<file path="src/design/dlx_flit_pkg.sv">
/* Flit layout for the short-flit receive stage
   Field offsets inside a lane are lane-relative, flit offsets are absolute */
`default_nettype none

package dlx_flit_pkg;

  // Flit geometry
  parameter int unsigned FLIT_W    = 512;
  parameter int unsigned LANE_W    = 128;
  parameter int unsigned NUM_LANES = 4;

  typedef logic [FLIT_W-1:0]    flit_t;      // Whole 4-lane flit
  typedef logic [LANE_W-1:0]    lane_t;      // One lane, also one short flit
  typedef logic [NUM_LANES-1:0] lane_mask_t; // One bit per lane

  // DL content fields
  typedef logic [3:0] run_length_t; // Run length field and data flit counter
  typedef logic [4:0] ack_cnt_t;    // ACK count
  typedef logic [1:0] recal_t;      // Recalibration status

  // Run length of a long control flit, lives in lane 3
  parameter int unsigned RL_LSB = 448;

  // Base of lane 3, where the long control fields sit
  parameter int unsigned LANE3_BASE = 384;

  // Lane-relative positions
  parameter int unsigned SFN_BIT   = 82; // Short flit next
  parameter int unsigned RECAL_LSB = 85; // Recal status, bits 86:85
  parameter int unsigned ACK_LSB   = 87; // ACK count, bits 91:87

  // Run lengths 1..9 announce data flits, anything else means none follow
  parameter int unsigned MAX_DATA_RL = 9;

endpackage : dlx_flit_pkg

`default_nettype wire

</file>
<file path="src/design/dlx_rx_ctl_pkg.sv">
/* Receive control definitions: tracker mode and short flit CRC constants
   CRC is CRC-16 over a full 128-bit lane, MSB first, zero residue passes */
`default_nettype none

package dlx_rx_ctl_pkg;

  // Tracker mode
  typedef enum logic {
    MODE_LONG  = 1'b0, // Normal 512-bit flits
    MODE_SHORT = 1'b1  // Next valid flit holds four short idles
  } rx_mode_e;

  typedef logic [15:0] crc16_t;

  parameter crc16_t CRC16_POLY_DEFAULT = 16'h1021; // x^16 + x^12 + x^5 + 1
  parameter crc16_t CRC16_INIT         = 16'h0000; // Register seed

endpackage : dlx_rx_ctl_pkg

`default_nettype wire

</file>
<file path="src/design/lane_crc_check.sv">
/* CRC-16 residue over one 128-bit lane, purely combinational
   Lane includes its own check bits, so a good lane leaves a zero residue */
`timescale 1ns/1ps
`default_nettype none

module lane_crc_check
  import dlx_flit_pkg::*, dlx_rx_ctl_pkg::*;
#(
  parameter crc16_t CRC_POLY = CRC16_POLY_DEFAULT
) (
  input  lane_t lane,
  output logic  crc_fail
);

  crc16_t residue;

  // Serial LFSR unrolled, MSB of the lane enters first
  always_comb begin
    logic feedback;
    residue = CRC16_INIT;
    for (int i = LANE_W - 1; i >= 0; i--) begin
      feedback = residue[15] ^ lane[i];
      residue  = {residue[14:0], 1'b0};
      if (feedback) begin
        residue = residue ^ CRC_POLY;
      end
    end
  end

  assign crc_fail = |residue;  // Any leftover bit is a bad lane

endmodule : lane_crc_check

`default_nettype wire

</file>
<file path="src/design/flit_tracker.sv">
/* Captures incoming flits and follows the control flit run length
   Strobes are combinational from the captured flit and are valid one cycle after capture
   No back-pressure, every valid flit is classified */
`timescale 1ns/1ps
`default_nettype none

module flit_tracker
  import dlx_flit_pkg::*, dlx_rx_ctl_pkg::*;
(
  input  wire   rx_clk_in,
  input  wire   reset,
  input  wire   valid_in,
  input  flit_t flit_in,
  output flit_t flit_q,
  output logic  pass_flit,
  output logic  check_short
);

  logic        valid_q;        // Captured valid strobe
  rx_mode_e    mode_q;         // Long or short flit expected
  rx_mode_e    mode_nxt;
  run_length_t rl_cnt_q;       // Data flits still to come
  run_length_t rl_cnt_nxt;
  run_length_t rl_field;       // Run length of a control flit
  logic        rl_has_data;    // Run length in 1..MAX_DATA_RL
  logic        sfn_l3;         // Short flit next, lane 3
  logic        is_long;
  logic        is_ctl;

  // Payload capture, holds when no valid
  always_ff @(posedge rx_clk_in) begin
    if (valid_in) begin
      flit_q <= flit_in;
    end
  end

  always_ff @(posedge rx_clk_in) begin
    if (reset) begin
      valid_q  <= 1'b0;
      mode_q   <= MODE_LONG;
      rl_cnt_q <= '0;
    end else begin
      valid_q  <= valid_in;
      mode_q   <= mode_nxt;
      rl_cnt_q <= rl_cnt_nxt;
    end
  end

  // Field decode on the captured flit
  assign rl_field    = flit_q[RL_LSB +: $bits(run_length_t)];
  assign sfn_l3      = flit_q[LANE3_BASE + SFN_BIT];
  assign rl_has_data = (rl_field != '0) && (rl_field <= run_length_t'(MAX_DATA_RL));

  assign is_long = valid_q && (mode_q == MODE_LONG);
  assign is_ctl  = is_long && (rl_cnt_q == '0);  // Zero count, flit is control

  // Long flits go on, short flits are absorbed
  assign pass_flit   = is_long;
  assign check_short = valid_q && (mode_q == MODE_SHORT);

  always_comb begin
    mode_nxt   = mode_q;
    rl_cnt_nxt = rl_cnt_q;
    if (is_long && !is_ctl) begin
      rl_cnt_nxt = rl_cnt_q - 1'b1;  // Data flit
    end
    if (is_ctl) begin
      if (rl_has_data) begin
        rl_cnt_nxt = rl_field;       // Data flits follow
      end else if (sfn_l3) begin
        mode_nxt = MODE_SHORT;       // No data, short idles next
      end
    end
    // Short chain carries on only while lane 3 asks for more
    if (check_short && !sfn_l3) begin
      mode_nxt = MODE_LONG;
    end
  end

endmodule : flit_tracker

`default_nettype wire

</file>
<file path="src/design/short_flit_checker.sv">
/* Checks the four short idles of a short flit and collects ACK and recal info
   Error is sticky until the next valid_out, force_pulse marks its first cycle
   ACK total lags the error and recal registers by one cycle */
`timescale 1ns/1ps
`default_nettype none

module short_flit_checker
  import dlx_flit_pkg::*, dlx_rx_ctl_pkg::*;
#(
  parameter crc16_t CRC_POLY = CRC16_POLY_DEFAULT
) (
  input  wire      rx_clk_in,
  input  wire      reset,
  input  flit_t    flit_q,
  input  wire      check_short,
  input  wire      valid_out,
  output logic     sf_crc_error,
  output ack_cnt_t sf_ack_cnt,
  output recal_t   sf_recal_status,
  output logic     force_pulse
);

  lane_t      lane [NUM_LANES];
  lane_mask_t crc_fail;        // Raw residue check per lane
  lane_mask_t lane_err;        // Failures of a real short flit
  lane_mask_t lane_ok;         // Passing lanes of a real short flit
  ack_cnt_t   ack_lane_q [NUM_LANES];
  ack_cnt_t   ack_sum;
  recal_t     recal_nxt;
  logic       err_q;
  logic       err_dly_q;       // Error one cycle back, for edge detect

  for (genvar g = 0; g < NUM_LANES; g++) begin : g_lane
    assign lane[g] = flit_q[g*LANE_W +: LANE_W];

    lane_crc_check #(
      .CRC_POLY (CRC_POLY)
    ) u_crc (
      .lane     (lane[g]),
      .crc_fail (crc_fail[g])
    );
  end

  // Only a short flit cycle counts
  assign lane_err = crc_fail & {NUM_LANES{check_short}};
  assign lane_ok  = ~crc_fail & {NUM_LANES{check_short}};

  // Recal from the highest lane with an unbroken run of passes below it
  always_comb begin
    logic run_ok;
    run_ok    = 1'b1;
    recal_nxt = '0;
    for (int i = 0; i < NUM_LANES; i++) begin
      run_ok = run_ok & lane_ok[i];
      if (run_ok) begin
        recal_nxt = lane[i][RECAL_LSB +: $bits(recal_t)];
      end
    end
  end

  // Modulo 32 total of the staged per-lane counts
  always_comb begin
    ack_sum = '0;
    for (int i = 0; i < NUM_LANES; i++) begin
      ack_sum = ack_sum + ack_lane_q[i];
    end
  end

  always_ff @(posedge rx_clk_in) begin
    if (reset) begin
      for (int i = 0; i < NUM_LANES; i++) begin
        ack_lane_q[i] <= '0;
      end
      sf_ack_cnt      <= '0;
      sf_recal_status <= '0;
      err_q           <= 1'b0;
      err_dly_q       <= 1'b0;
    end else begin
      for (int i = 0; i < NUM_LANES; i++) begin
        // Failing lane contributes nothing
        ack_lane_q[i] <= lane_ok[i] ? lane[i][ACK_LSB +: $bits(ack_cnt_t)] : '0;
      end
      sf_ack_cnt      <= ack_sum;  // Second stage
      sf_recal_status <= recal_nxt;
      err_q           <= (|lane_err) | (err_q & ~valid_out);  // New failure wins over clear
      err_dly_q       <= err_q;
    end
  end

  assign sf_crc_error = err_q;
  assign force_pulse  = err_q & ~err_dly_q;  // First error cycle only

endmodule : short_flit_checker

`default_nettype wire

</file>
<file path="src/design/flit_output_stage.sv">
/* Output register for long flits plus valid and forced-valid strobes
   flit_out holds its last long flit across short flits and forced pulses */
`timescale 1ns/1ps
`default_nettype none

module flit_output_stage
  import dlx_flit_pkg::*;
(
  input  wire   rx_clk_in,
  input  wire   reset,
  input  flit_t flit_q,
  input  wire   pass_flit,
  input  wire   force_pulse,
  output flit_t flit_out,
  output logic  valid_out,
  output logic  forced_valid_out
);

  // Data register, loads only for long flits
  always_ff @(posedge rx_clk_in) begin
    if (pass_flit) begin
      flit_out <= flit_q;
    end
  end

  always_ff @(posedge rx_clk_in) begin
    if (reset) begin
      valid_out        <= 1'b0;
      forced_valid_out <= 1'b0;
    end else begin
      valid_out        <= pass_flit | force_pulse;
      // A real flit in the same cycle already carries the valid
      forced_valid_out <= force_pulse & ~pass_flit;
    end
  end

endmodule : flit_output_stage

`default_nettype wire

</file>
<file path="src/design/rx_short_flit_top.sv">
/* Short-flit receive stage: long flits out at two cycles, short flits absorbed
   Plain strobes only, no handshake or back-pressure */
`timescale 1ns/1ps
`default_nettype none

module rx_short_flit_top
  import dlx_flit_pkg::*, dlx_rx_ctl_pkg::*;
#(
  parameter crc16_t CRC_POLY = CRC16_POLY_DEFAULT  // Short flit CRC polynomial
) (
  input  wire      rx_clk_in,
  input  wire      reset,
  input  wire      valid_in,
  input  flit_t    flit_in,
  output logic     valid_out,
  output logic     forced_valid_out,
  output flit_t    flit_out,
  output logic     sf_crc_error,
  output ack_cnt_t sf_ack_cnt,
  output recal_t   sf_recal_status
);

  flit_t flit_q;       // Captured flit
  logic  pass_flit;    // Long flit strobe
  logic  check_short;  // Short flit strobe
  logic  force_pulse;  // First cycle of a CRC error

  flit_tracker u_tracker (
    .rx_clk_in   (rx_clk_in),
    .reset       (reset),
    .valid_in    (valid_in),
    .flit_in     (flit_in),
    .flit_q      (flit_q),
    .pass_flit   (pass_flit),
    .check_short (check_short)
  );

  short_flit_checker #(
    .CRC_POLY (CRC_POLY)
  ) u_checker (
    .rx_clk_in       (rx_clk_in),
    .reset           (reset),
    .flit_q          (flit_q),
    .check_short     (check_short),
    .valid_out       (valid_out),     // Clears the sticky error
    .sf_crc_error    (sf_crc_error),
    .sf_ack_cnt      (sf_ack_cnt),
    .sf_recal_status (sf_recal_status),
    .force_pulse     (force_pulse)
  );

  flit_output_stage u_out (
    .rx_clk_in        (rx_clk_in),
    .reset            (reset),
    .flit_q           (flit_q),
    .pass_flit        (pass_flit),
    .force_pulse      (force_pulse),
    .flit_out         (flit_out),
    .valid_out        (valid_out),
    .forced_valid_out (forced_valid_out)
  );

endmodule : rx_short_flit_top

`default_nettype wire

</file>
<file path="config.mk">
export PLATFORM = sky130hd
export DESIGN_NAME = rx_short_flit_top
export DESIGN_NICKNAME = d
export VERILOG_FILES = /design/src/design/dlx_flit_pkg.sv /design/src/design/dlx_rx_ctl_pkg.sv /design/src/design/lane_crc_check.sv /design/src/design/flit_tracker.sv /design/src/design/short_flit_checker.sv /design/src/design/flit_output_stage.sv /design/src/design/rx_short_flit_top.sv
export SDC_FILE = /design/constraint.sdc
export NUM_CORES = 1
export LEC_CHECK = 0
export ABC_AREA = 1
export BUFFER_PORTS_ARGS = -buffer_cell sky130_fd_sc_hd__buf_2
export CAP_MARGIN = 20
export CORE_MARGIN = 3
export CORE_UTILIZATION = 36
export CTS_CLUSTER_SIZE = 24
export DETAILED_ROUTE_END_ITERATION = 16
export SLEW_MARGIN = 20
export SYNTH_ARGS = -nofsm -noshare
export SYNTH_HDL_FRONTEND = slang
export SYNTH_SLANG_ARGS = --single-unit
</file>
<file path="constraint.sdc">
create_clock -name rx_clk_in -period 53.9 [get_ports rx_clk_in]
set_input_delay 5.39 -clock rx_clk_in [delete_from_list [all_inputs] [get_ports rx_clk_in]]
set_output_delay 5.39 -clock rx_clk_in [all_outputs]
set_load 0.005 [all_outputs]
</file>
==> impl_metrics.env <==
export IMPL_gp_congestion=0.907
export IMPL_port_buffers=1036
export IMPL_avgSynthCellArea_um2=9.26
export IMPL_hold_path_depth=0
export IMPL_dr_total_vias=48300
export IMPL_slew_violations=0
export IMPL_yosys_cell_count_top_type="nand2_1"
export IMPL_drtIter0Drc=2831
export IMPL_syn_inst=6755
export IMPL_place_hpwl_mm=164
export IMPL_synth_top_cell_area_share_pct=49.2
export IMPL_postRouteAntennaNets=0
export IMPL_startpoint_type="primary input"
export IMPL_die_h_um=423
export IMPL_drv_cap=0
export IMPL_post_cts_buffers=0
export IMPL_synthArstFlopShare_pct=0
export IMPL_start_util_pct=36.3
export IMPL_worst_pin_slew_ps=1080
export IMPL_clock_latency_ps=760
export IMPL_rsz0062_at_grt="no"
export IMPL_cts_inserted_buffers=113
export IMPL_grt_pass1_wl_mm=285
export IMPL_worstSetupEndpointType="flop"
export IMPL_fin_crit_ps=8570
export IMPL_worstSetupStartpoint="valid_in"
export IMPL_fin_nets=8441
export IMPL_fin_crit_sh_pct=15.9
export IMPL_fin_skew_ps=60.6
export IMPL_overflow=0
export IMPL_ys_flop_type="edfxtp_1"
export IMPL_path_max_fanout=76
export IMPL_syn_nets=7283
export IMPL_die_width_um=423
export IMPL_hold_viol=0
export IMPL_yosysTopAreaCell="edfxtp_1"
export IMPL_cts_path_max_buffers=3
export IMPL_drc=0
export IMPL_hold_buffers=0
export IMPL_grt_max_degree=160
export IMPL_arrival_ps=8920
export IMPL_ctsResizeCount=0
export IMPL_cts_htree_levels=3
export IMPL_dieArea_um2=179000
export IMPL_setup_viol=0
export IMPL_setup_tns_ps=0
export IMPL_ys_types=44
export IMPL_r2r_cells=63
export IMPL_r2r_start="u_tracker.flit_q[125]"
export IMPL_synthTopCellsByArea="edfxtp_1, nand2_1, nand3_1, nand2_2, nand2_4"
export IMPL_clkTransAtPathRegs_ps=60
export IMPL_synth_seq_area_share_pct=50.3
export IMPL_wirelength_mm=196
export IMPL_synth_edff_count=1024
export IMPL_crit_type="in2reg"
export IMPL_ys_ff_latch=1061
export IMPL_clockRootBuffer="clkbuf_16"
export IMPL_antenna_found_initial=28
export IMPL_drive_gt1_share_pct=34.1
export IMPL_grtUsageTotal_pct=21.3
export IMPL_holdCritStartpoint="u_tracker.flit_q[337]"
export IMPL_dr_pass1_iters=5
export IMPL_max_slew_margin_rel_pct=27.9
export IMPL_synth_commonest_cells="nand2_1, edfxtp_1, nand3_1, inv_1, nand2_2"
export IMPL_fillers=16500
export IMPL_clkSinkCount=1061
export IMPL_yosys_warnings=0
export IMPL_area_growth_syn_to_layout_pct=19.0
export IMPL_pin_count=1037
export IMPL_hold_class="reg2reg"
export IMPL_crit_required_ps=54250
export IMPL_timing_hold_ws_ps=448
export IMPL_grt_pass1_vias=46200
export IMPL_cts_tree="done"
export IMPL_core_area_um2=172000
export IMPL_netlist_area_um2=62600
export IMPL_wire_per_inst_um=19.0
export IMPL_rows=152
export IMPL_fmax_mhz=117
export IMPL_outcome="finished, final reports clean"
export IMPL_viasPerCell=4.67
## state kept, by name (all words and copies together) (netlist names)
| signal | flops |
|---|---|
| u_checker.ack_lane_q | 20 |
| u_checker.err_dly_q | 1 |
| u_checker.sf_ack_cnt | 5 |
| u_checker.sf_crc_error | 1 |
| u_checker.sf_recal_status | 2 |
| u_out.flit_out | 512 |
| u_out.forced_valid_out | 1 |
| u_out.valid_out | 1 |
| u_tracker.flit_q | 512 |
| u_tracker.mode_q | 1 |
| u_tracker.rl_cnt_q | 4 |
| u_tracker.valid_q | 1 |
## area by class of cell
class	instances	area (um2)	share of cell area, %
diodes	17	42.5	0.0571
flip-flops and latches	1061	31500	42.3
well taps	2310	2890	3.88
repair buffers	1049	5320	7.14
multi-input cells	4653	27100	36.4
clock buffers	130	2890	3.88
clock inverters	79	810	1.09
inverters	1035	3900	5.24
## layout by cell type, fill, tap and decap left out, types with 5 or more instances in the layout
| master | count |
|---|---|
| a21oi_1 | 8 |
| buf_2 | 1035 |
| buf_4 | 11 |
| bufinv_16 | 10 |
| clkbuf_1 | 17 |
| clkbuf_16 | 113 |
| clkinv_1 | 25 |
| clkinv_2 | 18 |
| clkinv_4 | 8 |
| dfxtp_1 | 37 |
| diode_2 | 17 |
| edfxtp_1 | 1024 |
| fa_1 | 8 |
| ha_1 | 5 |
| inv_1 | 877 |
| inv_2 | 149 |
| inv_4 | 5 |
| inv_6 | 9 |
| inv_8 | 5 |
| nand2_1 | 1994 |
| nand2_2 | 632 |
| nand2_4 | 323 |
| nand3_1 | 881 |
| nand3_2 | 301 |
| nand3_4 | 26 |
| nand3b_1 | 110 |
| nand3b_4 | 7 |
| nand4_1 | 27 |
| nor2_1 | 67 |
| nor2_2 | 20 |
| nor2_4 | 7 |
| o21ai_0 | 8 |
| xnor2_1 | 81 |
| xnor2_2 | 8 |
| xor2_1 | 101 |
| xor2_2 | 18 |
## final timing paths
path | slack [ps] | end
max | 45330 | u_tracker.flit_q[423]
min reg2reg | 450 | u_out.flit_out[337]
max reg2reg | 46030 | u_checker.sf_recal_status[0]
min | 450 | u_out.flit_out[337]
## worst max-delay path, cell delays in order
cell	delay, ps
buf_8	410
buf_4	770
buf_4	790
buf_4	620
buf_4	700
## kinds of logic after synthesis
logic type / share of synthesized area (%)
AND/OR/NAND/NOR: 39.5
flip-flops: 50.3
buffers and inverters: 6.31
XOR/XNOR: 3.27
AO/OA/AOI/OAI: 0.176
adder cells (fa/ha/maj): 0.356
## routing by layer
metal | global-route usage, % | share of wire, % | up-vias | routed length, um
li1 | - | - | 24200 | -
met1 | 24.2 | 39 | 22500 | 76800
met2 | 39.2 | 52 | 1195 | 101000
met3 | 3.86 | 5.0 | 263 | 9880
met4 | 8.53 | 4.1 | 10 | 8040
met5 | 0 | 0.035 | - | 68
## stage by stage
stage	cells	area, um2	utilization (%)	worst slack [ps]
floorplan	6755	62600	-	29800
global placement	10100	70700	41.1	44570
detailed placement	10100	70700	41.1	44500
CTS	10300	74400	43.2	45360
global route	10300	74500	43.3	45080
finish	10300	74500	43.3	45330
Power is not shown: default switching activity piles up to over one toggle a cycle in this logic, so the estimate is an artifact.
